<file path="config.mk">
export PLATFORM = sky130hd
export DESIGN_NAME = pm
export DESIGN_NICKNAME = d
export VERILOG_FILES = /design/src/design/pm_pkg.sv /design/src/design/univib.sv /design/src/design/cycle_ctrl.sv /design/src/design/mc.sv /design/src/design/lg.sv /design/src/design/lk.sv /design/src/design/pm.sv
export VERILOG_INCLUDE_DIRS = /design/src /design/src/design
export SDC_FILE = /design/constraint.sdc
export NUM_CORES = 1
export LEC_CHECK = 0
export BUFFER_PORTS_ARGS = -buffer_cell sky130_fd_sc_hd__buf_2
export CAP_MARGIN = 20
export CORE_ASPECT_RATIO = 1.4
export CORE_MARGIN = 2
export CORE_UTILIZATION = 54
export DETAILED_ROUTE_END_ITERATION = 6
export GPL_TIMING_DRIVEN = 0
export MAX_ROUTING_LAYER = met4
export PLACE_DENSITY = 0.94
export SETUP_SLACK_MARGIN = 0.3
export SYNTH_ARGS = -nofsm -noshare
export SYNTH_HDL_FRONTEND = slang
export SYNTH_SLANG_ARGS = --single-unit
</file>
<file path="constraint.sdc">
create_clock -name __clk -period 3.75 [get_ports __clk]
set_clock_uncertainty 0.1 [all_clocks]
set_input_delay 0.75 -clock __clk [delete_from_list [all_inputs] [get_ports __clk]]
set_output_delay 0.75 -clock __clk [all_outputs]
set_load 0.05 [all_outputs]
</file>
<file path="src/design/pm_consts.svh">
`ifndef PM_CONSTS_SVH
`define PM_CONSTS_SVH

// end-of-cycle pulse length, in clock cycles
`define PM_KC_TICKS 3

// start-of-cycle pulse length, in clock cycles
`define PM_PC_TICKS 2

// step counter width
`define PM_LK_W 4

// register group counter width
`define PM_LG_W 3

// monostable down counter width
`define PM_TICK_W 4

`endif

</file>
<file path="src/design/pm_pkg.sv">
`default_nettype none

package pm_pkg;

`include "pm_consts.svh"

	// phase of the end/start of cycle sequencer
	typedef enum logic [1:0] {
		PH_IDLE  = 2'd0,
		PH_ARMED = 2'd1,
		PH_KC    = 2'd2,
		PH_PC    = 2'd3
	} cyc_phase_t;

	// register group counter (LG)
	typedef logic [`PM_LG_W-1:0] lg_val_t;

	// step counter (LK)
	typedef logic [`PM_LK_W-1:0] lk_val_t;

	// premodification counter (MC), saturates at 3
	typedef logic [1:0] mc_val_t;

	// monostable pulse counter
	typedef logic [`PM_TICK_W-1:0] tick_t;

endpackage

`default_nettype wire

</file>
<file path="src/design/univib.sv">
`timescale 1ns/1ps
`default_nettype none

`include "pm_consts.svh"

module univib #(
	parameter int ticks = 1
) (
	input  logic clk,
	input  logic rst,
	input  logic trig,
	output logic q
);

	import pm_pkg::*;

	localparam tick_t ticks_v = tick_t'(ticks);

	tick_t cnt;

	// a trigger is only taken while idle, no retrigger
	always_ff @(posedge clk) begin
		if (rst) begin
			cnt <= '0;
		end else if (cnt == '0) begin
			if (trig) begin
				cnt <= ticks_v;
			end
		end else begin
			cnt <= cnt - tick_t'(1);
		end
	end

	// high for exactly ticks cycles after the trigger edge
	assign q = (cnt != '0);

	a_ticks_range: assert property (
		@(posedge clk) disable iff (rst)
		(ticks > 0) && (ticks < (2 ** `PM_TICK_W))
	);

endmodule

`default_nettype wire

</file>
<file path="src/design/cycle_ctrl.sv">
`timescale 1ns/1ps
`default_nettype none

`include "pm_consts.svh"

module cycle_ctrl #(
	parameter int kc_ticks = `PM_KC_TICKS,
	parameter int pc_ticks = `PM_PC_TICKS
) (
	input  logic __clk,
	input  logic rst,
	input  logic start_,
	input  logic stop_,
	input  logic hlt,
	input  logic wx,
	input  logic cycle_,
	input  logic irq,
	input  logic ekc,
	input  logic mc_0,
	output logic run,
	output logic wait_,
	output logic kc,
	output logic pc,
	output logic sp1,
	output logic si1,
	output logic przerw
);

	import pm_pkg::*;

	logic start_q;
	logic wait_q;
	logic cycle_q;
	logic pr_q;
	logic przerw_q;
	logic kc_d;
	logic trig_kc;
	logic trig_pc;
	cyc_phase_t phase;

	// start flip-flop, stop wins
	always_ff @(posedge __clk) begin
		if (rst || !stop_) begin
			start_q <= 1'b0;
		end else if (!start_) begin
			start_q <= 1'b1;
		end
	end

	// wait flip-flop, set by halt at WX
	always_ff @(posedge __clk) begin
		if (rst || !start_ || si1) begin
			wait_q <= 1'b0;
		end else if (hlt && wx) begin
			wait_q <= 1'b1;
		end
	end

	// single cycle request, dropped once PC begins
	always_ff @(posedge __clk) begin
		if (rst || trig_pc) begin
			cycle_q <= 1'b0;
		end else if (!cycle_) begin
			cycle_q <= 1'b1;
		end
	end

	assign wait_ = ~wait_q;
	assign run = start_q & ~wait_q;

	// KC fires one edge after arming, PC one edge after KC drops
	assign trig_kc = (phase == PH_ARMED);
	assign trig_pc = kc_d & ~kc;

	always_ff @(posedge __clk) begin
		if (rst) begin
			phase <= PH_IDLE;
			kc_d <= 1'b0;
		end else begin
			kc_d <= kc;
			case (phase)
				PH_IDLE:  if (ekc) phase <= PH_ARMED;
				PH_ARMED: phase <= PH_KC;
				PH_KC:    if (trig_pc) phase <= PH_PC;
				PH_PC:    if (!pc) phase <= PH_IDLE;
				default:  phase <= PH_IDLE;
			endcase
		end
	end

	univib #(.ticks(kc_ticks)) u_vib_kc (
		.clk(__clk),
		.rst(rst),
		.trig(trig_kc),
		.q(kc)
	);

	univib #(.ticks(pc_ticks)) u_vib_pc (
		.clk(__clk),
		.rst(rst),
		.trig(trig_pc),
		.q(pc)
	);

	// fetch or interrupt receive, decided as KC rises
	always_ff @(posedge __clk) begin
		if (rst) begin
			pr_q <= 1'b0;
			przerw_q <= 1'b0;
		end else if (trig_kc) begin
			pr_q <= run | cycle_q;
			przerw_q <= irq & mc_0 & (cycle_q | start_q);
		end
	end

	assign przerw = przerw_q;
	assign si1 = pc & przerw_q;
	assign sp1 = pc & pr_q & ~przerw_q;

	a_kc_pc_excl: assert property (@(posedge __clk) disable iff (rst) !(kc && pc));
	a_si1_sp1_excl: assert property (@(posedge __clk) disable iff (rst) !(si1 && sp1));

endmodule

`default_nettype wire

</file>
<file path="src/design/mc.sv">
`timescale 1ns/1ps
`default_nettype none

module mc (
	input  logic clk,
	input  logic rst,
	input  logic inc,
	input  logic clr,
	output logic mc_3,
	output logic mc_0
);

	import pm_pkg::*;

	localparam mc_val_t mc_max = 2'd3;

	mc_val_t cnt;

	// clear beats increment and the count sticks at 3
	always_ff @(posedge clk) begin
		if (rst || clr) begin
			cnt <= '0;
		end else if (inc && cnt != mc_max) begin
			cnt <= cnt + mc_val_t'(1);
		end
	end

	assign mc_3 = (cnt == mc_max);
	// interrupts are taken only with no premodification pending
	assign mc_0 = (cnt == '0);

endmodule

`default_nettype wire

</file>
<file path="src/design/lg.sv">
`timescale 1ns/1ps
`default_nettype none

module lg (
	input  logic clk,
	input  logic rst,
	input  logic load,
	input  logic step,
	input  logic ir7,
	input  logic ir8,
	input  logic ir9,
	output logic lga,
	output logic lgb,
	output logic lgc,
	output logic lg_0,
	output logic lg_1,
	output logic lg_2,
	output logic lg_3
);

	import pm_pkg::*;

	lg_val_t val;
	logic [1:0] low;

	// preload from IR 7..9, ir7 is the MSB
	always_ff @(posedge clk) begin
		if (rst) begin
			val <= '0;
		end else if (load) begin
			val <= {ir7, ir8, ir9};
		end else if (step) begin
			// wraps modulo 8
			val <= val + lg_val_t'(1);
		end
	end

	assign lga = val[2];
	assign lgb = val[1];
	assign lgc = val[0];

	// one-hot decode of the two low bits
	assign low = val[1:0];

	always_comb begin
		lg_0 = (low == 2'd0);
		lg_1 = (low == 2'd1);
		lg_2 = (low == 2'd2);
		lg_3 = (low == 2'd3);
	end

endmodule

`default_nettype wire

</file>
<file path="src/design/lk.sv">
`timescale 1ns/1ps
`default_nettype none

module lk (
	input  logic            clk,
	input  logic            rst,
	input  logic            load,
	input  logic            down,
	input  pm_pkg::lk_val_t lk_in,
	output logic            lk
);

	import pm_pkg::*;

	lk_val_t val;

	// load beats down, down stops at zero
	always_ff @(posedge clk) begin
		if (rst) begin
			val <= '0;
		end else if (load) begin
			val <= lk_in;
		end else if (down && val != '0) begin
			val <= val - lk_val_t'(1);
		end
	end

	// steps left
	assign lk = (val != '0);

	a_lk_no_wrap: assert property (
		@(posedge clk) disable iff (rst)
		(down && !load && val == '0) |=> (val == '0)
	);

endmodule

`default_nettype wire

</file>
<file path="src/design/pm.sv">
`timescale 1ns/1ps
`default_nettype none

module pm (
	input  logic            __clk,
	input  logic            rst,
	input  logic            start_,
	input  logic            stop_,
	input  logic            cycle_,
	input  logic            hlt,
	input  logic            wx,
	input  logic            irq,
	input  logic            ekc,
	input  logic            premod_inc,
	input  logic            premod_clr,
	input  logic            lg_load,
	input  logic            lg_step,
	input  logic            ir7,
	input  logic            ir8,
	input  logic            ir9,
	input  logic            lk_load,
	input  logic            lk_down,
	input  pm_pkg::lk_val_t lk_in,
	output logic            run,
	output logic            wait_,
	output logic            kc,
	output logic            pc,
	output logic            sp1,
	output logic            si1,
	output logic            przerw,
	output logic            mc_3,
	output logic            mc_0,
	output logic            lga,
	output logic            lgb,
	output logic            lgc,
	output logic            lg_0,
	output logic            lg_1,
	output logic            lg_2,
	output logic            lg_3,
	output logic            lk
);

	import pm_pkg::*;

	// cycle controller gated by the premodification count
	cycle_ctrl u_cycle_ctrl (
		.__clk(__clk),
		.rst(rst),
		.start_(start_),
		.stop_(stop_),
		.hlt(hlt),
		.wx(wx),
		.cycle_(cycle_),
		.irq(irq),
		.ekc(ekc),
		.mc_0(mc_0),
		.run(run),
		.wait_(wait_),
		.kc(kc),
		.pc(pc),
		.sp1(sp1),
		.si1(si1),
		.przerw(przerw)
	);

	mc u_mc (
		.clk(__clk),
		.rst(rst),
		.inc(premod_inc),
		.clr(premod_clr),
		.mc_3(mc_3),
		.mc_0(mc_0)
	);

	lg u_lg (
		.clk(__clk),
		.rst(rst),
		.load(lg_load),
		.step(lg_step),
		.ir7(ir7),
		.ir8(ir8),
		.ir9(ir9),
		.lga(lga),
		.lgb(lgb),
		.lgc(lgc),
		.lg_0(lg_0),
		.lg_1(lg_1),
		.lg_2(lg_2),
		.lg_3(lg_3)
	);

	lk u_lk (
		.clk(__clk),
		.rst(rst),
		.load(lk_load),
		.down(lk_down),
		.lk_in(lk_in),
		.lk(lk)
	);

endmodule

`default_nettype wire

</file>
==> metrics.yaml, run 1 <==
run_status:
  status: "completed"
power_and_ir_drop:
  switching_power_uw: 480
  p_int_uw: 583
  p_comb_share_pct: 50.9
  switching_share_pct: 45.1
  power_frac_clock_pct: 11.4
  vdd_ir_drop_max_mv: 0.362
  p_leak_nw: 0.730
  seqPwrFrac_pct: 37.8
  powerDensity_mw_per_mm2: 677
critical_path:
  critPathSlowestCell: "dfxtp_1"
  required_ns: 2.90
  crit_path_end_kind: "primary output"
  cp_max_fo: 7
  arrival_ns: 1.83
  cp-start-kind: "register"
  crit_family: "simple AND/OR/NAND/NOR gates"
  path_buf_inv: 3
  path_cells: "inv_1 > ha_1 > nor3b_4 > inv_2 > and2_2 > buf_2"
  criticalPathCategory: "reg -> out"
  max_stage_delay_ns: 0.35
floorplanning:
  fp-row-count: 21
  initial_utilization_pct: 56.1
  die_x_um: 45.9
  dieArea_mm2: 0.00288
  top_level_ports: 39
  core_area_mm2: 0.00236
  die_h_um: 62.7
drt:
  wl_per_cell_um: 12.6
  drc: 0
  ant_nets: 0
  dr.pass1.iters: 4
  routed_wl_mm: 2.62
  drtIter0Drc: 18
  vias_per_cell: 5.44
  route.vias.total: 1132
sta:
  period_minus_slack_ns: 2.68
  worst_hold_slack_ns: 0.365
  fmax_ghz: 0.373
  fin_setup_tns_ns: 0
  hold_violations: 0
  drv_slew: 0
  worst_pin_slew_ns: 0.471
  max_slew_margin_pct: 68.6
  rsz0062_at_grt: "false"
  setup_violations: 0
  period_share_pct: 71.5
synthesis:
  synth.avg_cell_area_um2: 9.22
  synthFlopType: "dfxtp_1"
  synth_cell_types: 35
  synthAdderAreaFrac_pct: 14.1
  synth_common_cells: "25 x dfxtp_1, 18 x nor2_1, 17 x inv_1"
  synth-simple-area-share_pct: 20.4
  yosysSeqAreaShare_pct: 37.7
  synth_compound_area_share_pct: 12.9
  synth-seq-cells: 25
  async_reset_ff_share_pct: 0
  synthCells: 144
  yosys_warnings: 0
  synth_edf_count: 0
  syn_nets: 181
  synth_area_mm2: 0.00133
  synth_xor_area_share_pct: 3.30
  synth_most_common_cell: "dfxtp_1"
  synthMuxAreaShare_pct: 5.28
  yosysTopAreaCellShare_pct: 37.7
  synth_top_family_by_area: "simple AND/OR/NAND/NOR gates"
  netlist_top_cells_area: "dfxtp_1 38%, ha_1 14%, mux2i_1 5.3%"
  yosysTopAreaCell: "dfxtp_1"
flow_run:
  drv_cap: 0
global_route:
  grt-ovfl-total: 0
  grt_pass1_wl_mm: 4.56
  antenna_found_initial: 0
  grt_max_degree: 15
  grt_pass1_vias: 1163
  globalRouteTotalUtil_pct: 21.0
cells_and_area:
  antenna_cells: 0
  drive_gt1_share_pct: 25.4
  nets: 223
  fin_util_pct: 66.3
  syn2layout_area_growth_pct: 18.2
clock_network:
  clk_latency_ns: 0.32
  clockRootBuffer: "clkbuf_4"
  postCtsSetupBuffers: 0
  cts_tree: "built"
  cts_resized: 0
  path_clk_slew_ns: 0.14
  holdBufCountCts: 0
  cts.path.max_buffers: 2
  cts.sinks: 25
  h-tree-depth: 1
  numCtsBuffers: 3
placement:
  port_buffers: 37
  dp_hpwl_mm: 2.15
  gp_congestion: 0.737
hold_path:
  hold_class: "reg -> reg"
placed cells by master, fill, tap and decap left out, types with 4 or more instances in the layout:
master,count
a211oi_1,9
buf_2,38
dfxtp_1,25
ha_1,15
inv_1,17
mux2i_1,7
nand2_1,4
nor2_1,18
nor2b_1,4
nor3_1,7
power by group through the flow:
stage | logic (mW) | clock network [mW] | registers (mW)
after CTS | 0.544 | 0.124 | 0.401
after global routing | 0.601 | 0.135 | 0.411
after global placement | 0.512 | 0 | 0.397
after detailed placement | 0.543 | 0 | 0.407
after floorplan | 0.424 | 0 | 0.402
final | 0.541 | 0.121 | 0.401
sequential cells by signal, summed over array words and instances, names as in the netlist:
name                       flops
u_cycle_ctrl.cycle_q           1
u_mc.cnt                       2
u_cycle_ctrl.pr_q              1
u_cycle_ctrl.u_vib_pc.cnt      4
u_cycle_ctrl.przerw            1
u_cycle_ctrl.kc_d              1
u_cycle_ctrl.u_vib_kc.cnt      4
u_lk.val                       4
u_cycle_ctrl.wait_q            1
u_lg.val                       3
u_cycle_ctrl.phase             2
u_cycle_ctrl.start_q           1
metrics by stage:
| step | cell area (um^2) | cells | setup slack, ns | total power, mW |
|---|---|---|---|---|
| 2_1_floorplan | 1330 | 144 | 0.994 | 0.826 |
| 3_3_place_gp | 1540 | 204 | 1.50 | 0.908 |
| 3_5_place_dp | 1540 | 204 | 1.41 | 0.950 |
| 4_1_cts | 1570 | 208 | 1.04 | 1.07 |
| 5_1_grt | 1570 | 208 | 0.928 | 1.15 |
| 6_report | 1570 | 208 | 1.07 | 1.06 |
kinds of logic (layout without fill, tap and decap cells):
kind of cell,count (synthesis),after routing
fa+ha+maj,15,15
simple gates,48,48
flops,25,25
mux,7,7
buf+inv,22,63
xor+xnor,5,5
compound gates,22,22
routing by layer:
metal  GRT usage (%)  vias up  wire length (um)
li1                -      582                 -
met1            20.8      511              1030
met2            38.5       32              1410
met3            3.47        7               131
met4            7.14        0                45
met5               -        -                 0
layout make-up:
type | instances | area [um^2]
tap | 23 | 28.8
clock buffer | 3 | 22.5
buffer | 4 | 16.3
fill | 209 | 796
clock inverter | 1 | 5.00
timing repair buffer | 37 | 185
inverter | 18 | 67.6
multi-input combinational | 97 | 743
sequential | 25 | 500
final timing paths:
path,start,to,slack (ns),cells past startpoint
max,u_cycle_ctrl.u_vib_pc.cnt[0],si1,1.07,6
max reg2reg,u_lk.val[0],u_lk.val[1],1.83,6
min reg2reg,u_cycle_ctrl.kc_d,u_cycle_ctrl.cycle_q,0.36,1
min,u_cycle_ctrl.kc_d,u_cycle_ctrl.cycle_q,0.36,1
Power figures use the tool's default switching activity.
==> run 2: changes to the inputs <==
--- a/config.mk
+++ b/config.mk
@@ -10,11 +10,11 @@
 export CAP_MARGIN = 20
 export CORE_ASPECT_RATIO = 1.4
 export CORE_MARGIN = 2
-export CORE_UTILIZATION = 54
+export CORE_UTILIZATION = 46
 export DETAILED_ROUTE_END_ITERATION = 6
 export GPL_TIMING_DRIVEN = 0
 export MAX_ROUTING_LAYER = met4
-export PLACE_DENSITY = 0.94
+export PLACE_DENSITY = 0.86
 export SETUP_SLACK_MARGIN = 0.3
 export SYNTH_ARGS = -nofsm -noshare
 export SYNTH_HDL_FRONTEND = slang
==> constraint.sdc (replaced) <==
create_clock -name __clk -period 2.35 [get_ports __clk]
set_clock_uncertainty 0.1 [all_clocks]
set_input_delay 0.47 -clock __clk [delete_from_list [all_inputs] [get_ports __clk]]
set_output_delay 0.47 -clock __clk [all_outputs]
set_load 0.05 [all_outputs]
==> run 2 against run 1 <==
Net effect: utilization shrank 3.0 points; final cell count grew 13%; total power grew 89%; sequential cell count is the same; global-route usage shrank 2.0 points; routed wire length grew 16%; critical path depth shrank 1.
==> metrics.yaml, run 2 (same netlist as run 1, synthesis figures left out) <==
run_status:
  status: "completed"
critical_path:
  r2r-start: "u_lk.val[0]"
  criticalPathCategory: "reg -> out"
  reg2reg_to: "u_lk.val[0]"
  startpoint: "u_lk.val[0]"
  reg2reg_depth: 8  # +2
  arrival_ns: 1.46  # -0.37 ns
  crit_path_end_kind: "primary output"
  worstSetupEndpoint: "lk"
  required_ns: 1.78  # -1.12 ns
  cp-start-kind: "register"
  cp_max_fo: 3  # -4
  regToRegSetupSlack_ns: 0.34  # -1.49 ns
floorplanning:
  fp-row-count: 23  # +9.5%
  die_h_um: 67.6  # +7.8%
  die_x_um: 49.4  # +7.6%
  core_area_mm2: 0.00282  # +19%
  top_level_ports: 39  # unchanged
  initial_utilization_pct: 47.1  # -9.1 points
  dieArea_mm2: 0.00334  # +16%
cells_and_area:
  final_cells: 234  # +13%
  nets: 235  # +5.4%
  final_common_cell: "buf_2"
  final_cell_mix: "32 x buf_2, 22 x dfxtp_1, 18 x nor2_1"
  syn2layout_area_growth_pct: 34.6
  antenna_cells: 0  # unchanged
  largestRegisters: "u_cycle_ctrl.u_vib_kc.cnt: 4 flops, u_cycle_ctrl.u_vib_pc.cnt: 4 flops, u_lk.val: 4 flops"
  fillers: 265  # +27%
  drive_gt1_share_pct: 35.0  # +9.6 points
clock_network:
  clockRootBuffer: "clkbuf_8"
  cts_tree: "built"
  numCtsBuffers: 3  # unchanged
  cts.path.max_buffers: 2  # unchanged
  holdBufCountCts: 0  # unchanged
  path_clk_slew_ns: 0.08  # -0.06 ns
  h-tree-depth: 1  # unchanged
  cts.sinks: 25  # unchanged
  clk_latency_ns: 0.26  # -0.06 ns
power_and_ir_drop:
  switching_share_pct: 41.2  # -3.9 points
  power_frac_clock_pct: 12.4  # +1.0 points
  powerDensity_mw_per_mm2: 1120  # +66%
  p_total_mw: 2.01  # +89%
  vdd_ir_drop_max_mv: 1.08  # +200%
  seqPwrFrac_pct: 32.3  # -5.5 points
  switching_power_uw: 827  # +72%
  p_leak_nw: 0.811  # +11%
  p_comb_share_pct: 55.3  # +4.4 points
  p_int_mw: 1.18  # +100%
drt:
  met2_length_mm: 1.58  # +12%
  ant_nets: 0  # unchanged
  drc: 0  # unchanged
  vias_per_cell: 5.19  # -4.7%
  route.vias.total: 1214  # +7.2%
  top_layer: "met4"
  wirelength_met1_mm: 1.22  # +19%
  wl_per_cell_um: 12.9  # +2.7%
  dr.pass1.iters: 4  # unchanged
  drtIter0Drc: 19  # +1
  dr_wl_met3_um: 129  # -1.5%
  routed_wl_mm: 3.02  # +16%
sta:
  hold_violations: 0  # unchanged
  fmax_ghz: 0.492
  fin_setup_tns_ns: 0  # unchanged
  drv_slew: 0  # unchanged
  max_slew_margin_pct: 67.2  # -1.4 points
  period_share_pct: 86.5
  setup_violations: 0  # unchanged
  rsz0062_at_grt: "true"
  worst_pin_slew_ns: 0.492  # +0.0211 ns
  period_minus_slack_ns: 2.03
placement:
  dp_hpwl_mm: 2.04  # -5.2%
  port_buffers: 37  # unchanged
  gp_congestion: 0.717  # -2.8%
  dpl.cell_count: 218  # +6.9%
hold_path:
  hold_class: "in -> reg"
  min-delay-start: "premod_clr"
  worstHoldPathCells: 2  # +1
global_route:
  grt-ovfl-total: 0  # unchanged
  grt_pass1_vias: 1140  # -2.0%
  grt_max_degree: 14  # -1
  antenna_found_initial: 0  # unchanged
  grt_pass1_wl_mm: 4.80  # +5.3%
  globalRouteTotalUtil_pct: 19.0  # -2.0 points
flow_run:
  drv_cap: 0  # unchanged
## run 2: worst max-delay path: stages (launching register included)
cell	delay [ns]
dfxtp_2	0.33
inv_2	0.08
ha_4	0.14
or3b_4	0.37
buf_6	0.13
buf_8	0.14
## run 2: through the flow
step	setup slack [ns]	instance area [um^2]	util (%)	hold slack, ns
floorplan	0.368	1330	-	0.325
global placement	0.326	1560	55.5	0.350
detailed placement	0.322	1560	55.5	0.355
CTS	0.301	1700	60.3	0.272
global route	0.265	1790	63.4	0.284
finish	0.318	1790	63.4	0.274
## run 2: how the worst min path moves through the flow
stage                                 endpoint  slack (ns)
after floorplan           u_cycle_ctrl.cycle_q        0.33
after global routing               u_mc.cnt[1]        0.28
after detailed placement  u_cycle_ctrl.cycle_q        0.35
after global placement    u_cycle_ctrl.cycle_q        0.35
final                              u_mc.cnt[1]        0.27
after CTS                          u_mc.cnt[1]        0.27
## run 2: cell type report
cell class              instances  area, um^2  share of cell area [%]
plain buffers                   4        22.5                    1.26
inverters                      18        67.6                    3.78
repair buffers                 49         318                    17.8
flip-flops and latches         25         504                    28.2
multi-input cells              97         783                    43.8
well taps                      37        46.3                    2.59
clock buffers                   4        45.0                    2.52
## run 2: timing repair
| item | CTS | global route |
|---|---|---|
| pin swaps | 2 | 2 |
| setup endpoints to repair | 4 | 5 |
| buffers inserted | 7 | 5 |
| gates resized for setup | 16 | 15 |
## run 2: power by group through the flow
stage | logic, mW | clock network, mW | registers (mW)
2_1_floorplan | 0.681 | 0 | 0.641
3_3_place_gp | 0.833 | 0 | 0.641
3_5_place_dp | 0.851 | 0 | 0.645
4_1_cts | 0.993 | 0.255 | 0.640
5_1_grt | 1.23 | 0.273 | 0.661
6_report | 1.11 | 0.250 | 0.647
## run 2: layer usage
metal | vias up | track usage (%)
met4 | 0 | 7.29
met2 | 42 | 36.8
met5 | - | -
li1 | 602 | -
met1 | 562 | 19.9
met3 | 8 | 1.55
==> run 3: changes to the inputs <==
--- a/config.mk
+++ b/config.mk
@@ -8,7 +8,7 @@
 export LEC_CHECK = 0
 export BUFFER_PORTS_ARGS = -buffer_cell sky130_fd_sc_hd__buf_2
 export CAP_MARGIN = 20
-export CORE_ASPECT_RATIO = 1.4
+export CORE_ASPECT_RATIO = 0.8
 export CORE_MARGIN = 2
 export CORE_UTILIZATION = 46
 export DETAILED_ROUTE_END_ITERATION = 6
==> run 3 against run 2 <==
Net effect: critical path depth is 1 higher; global-route usage is 0.058 points lower; total power is 1.9% lower; worst setup slack worse by 0.059 ns; sequential share of layout area is 0.10 points higher; largest cell class unchanged; final cell count is 1.7% higher; first-iteration DRC count is 5.3% higher; critical endpoint is now sp1.
==> metrics.yaml, run 3 (same netlist as run 1, synthesis figures left out) <==
critical_path:
  cp-start-kind: "register"
  crit_path_end_kind: "primary output"
  cp_max_fo: 2  # -1
  required_ns: 1.78  # about the same
  reg2reg_to: "u_lk.val[1]"
  criticalPathCategory: "reg -> out"
  startpoint: "u_cycle_ctrl.u_vib_pc.cnt[0]"
  regToRegSetupSlack_ns: 0.49  # +0.15 ns
  r2r-start: "u_lk.val[1]"
  arrival_ns: 1.52  # +0.06 ns
  reg2reg_depth: 7  # -1
power_and_ir_drop:
  p_leak_nw: 0.814  # +0.36%
  vdd_ir_drop_max_mv: 0.629  # -42%
  p_total_mw: 1.97  # -1.9%
  powerDensity_mw_per_mm2: 1100  # -2.1%
clock_network:
  clk_latency_ns: 0.33  # +0.07 ns
  cts.sinks: 25  # unchanged
  cts_tree: "built"
  cts.path.max_buffers: 2  # unchanged
  path_clk_slew_ns: 0.15  # +0.07 ns
  numCtsBuffers: 3  # unchanged
  clockRootBuffer: "clkbuf_4"
  h-tree-depth: 1  # unchanged
drt:
  dr.pass1.iters: 4  # unchanged
  drc: 0  # unchanged
  vias_per_cell: 5.00  # -3.7%
  drtIter0Drc: 20  # +1
  ant_nets: 0  # unchanged
  wl_per_cell_um: 12.5  # -3.4%
  routed_wl_mm: 2.97  # -1.8%
  route.vias.total: 1189  # -2.1%
sta:
  period_minus_slack_ns: 2.09  # +0.0587 ns
  fin_setup_tns_ns: 0  # unchanged
  setup_slack_ns: 0.260  # -0.0587 ns
  setup_violations: 0  # unchanged
  hold_violations: 0  # unchanged
  drv_slew: 0  # unchanged
  worst_hold_slack_ns: 0.199  # -0.0745 ns
  worst_pin_slew_ns: 0.502  # +0.0101 ns
  rsz0062_at_grt: "true"
  max_slew_margin_pct: 66.6  # -0.67 points
  period_share_pct: 89.0  # +2.5 points
  fmax_ghz: 0.478  # -2.8%
global_route:
  grt_max_degree: 16  # +2
  antenna_found_initial: 0  # unchanged
  grt_pass1_wl_mm: 4.80  # unchanged
  grt_pass1_vias: 1126  # -1.2%
  grt-ovfl-total: 0  # unchanged
  globalRouteTotalUtil_pct: 18.9  # -0.058 points
flow_run:
  drv_cap: 0  # unchanged
floorplanning:
  initial_utilization_pct: 48.4  # +1.3 points
  fp-row-count: 17  # -26%
  die_x_um: 64.1  # +30%
  die_h_um: 52.1  # -23%
  core_area_mm2: 0.00274  # -2.7%
  top_level_ports: 39  # unchanged
  dieArea_mm2: 0.00333  # -0.10%
cells_and_area:
  drive_gt1_share_pct: 37.0  # +2.0 points
  fin_util_pct: 65.2  # +1.9 points
  nets: 238  # +1.3%
  largestRegisters: "u_cycle_ctrl.u_vib_kc.cnt: 4 flops, u_cycle_ctrl.u_vib_pc.cnt: 4 flops, u_lk.val: 4 flops"
  final_common_cell: "buf_2"
  final_cell_mix: "33 x buf_2, 20 x dfxtp_1, 18 x nor2_1"
  design_area_mm2: 0.00179  # +0.14%
  antenna_cells: 0  # unchanged
  syn2layout_area_growth_pct: 34.8
  final_cells: 238  # +1.7%
placement:
  place_ws_ns: 0.336  # +0.0148 ns
  placed_area_mm2: 0.00157  # about the same
  dp_hpwl_mm: 2.03  # -0.50%
  dpl.cell_count: 219  # +0.46%
  port_buffers: 37  # unchanged
  gp_congestion: 0.755  # +5.3%
hold_path:
  min-delay-start: "premod_clr"
  worstHoldPathCells: 2  # unchanged
  hold_class: "in -> reg"
  min_to: "u_mc.cnt[1]"
run_status:
  status: "completed"
[run 3: changes by cell type in the layout (fill, tap and decap cells not counted), sizes merged]
cell      before  now
buf           51   54
clkbuf         6    5
clkinvlp       0    1
[run 3: how the worst max path moves through the flow]
stage / endpoint / slack, ns / depth (start not counted)
2_1_floorplan: sp1 / 0.37 / 4
3_3_place_gp: si1 / 0.36 / 6
3_5_place_dp: si1 / 0.34 / 6
4_1_cts: sp1 / 0.25 / 6
5_1_grt: sp1 / 0.20 / 6
6_report: sp1 / 0.26 / 6
[run 3: report_power, final]
part	internal (mW)	total, mW	leakage (nW)	switching, mW
clock network	0.0651	0.202	0.0139	0.136
logic	0.515	1.12	0.592	0.606
registers	0.542	0.644	0.208	0.102
total	1.12	1.97	0.814	0.844
[run 3: routing by layer]
| layer | part of all wire [%] | track usage [%] | vias to the layer above | wire length [um] |
|---|---|---|---|---|
| li1 | - | - | 609 | - |
| met1 | 43 | 22.2 | 556 | 1270 |
| met3 | 3.4 | 4.76 | 2 | 102 |
| met5 | 0 | - | - | 0 |
| met2 | 54 | 33.0 | 22 | 1590 |
| met4 | 0.34 | 4.35 | 0 | 10 |
[run 3: timing repair]
item / CTS / global route
gates resized for setup: 27 / 1
buffers inserted: 10 / 5
setup endpoints to repair: 5 / 4
pin swaps: 3 / 1
hold buffers: 0 / 0
[run 3: worst max-delay path: stages, from the launching register on]
cell,delay (ns)
dfxtp_2,0.37
inv_2,0.05
ha_4,0.15
nor3b_4,0.15
buf_6,0.12
nor3b_4,0.18
buf_6,0.18
[run 3: final cells by class]
class                      instances  area, um^2
clock buffer                       3        22.5
clock inverter                     1        7.51
fill                             212         955
multi-input combinational         97         781
buffer                             4        22.5
timing repair buffer              52         334
tap                               38        47.5
inverter                          18        67.6
sequential                        25         507
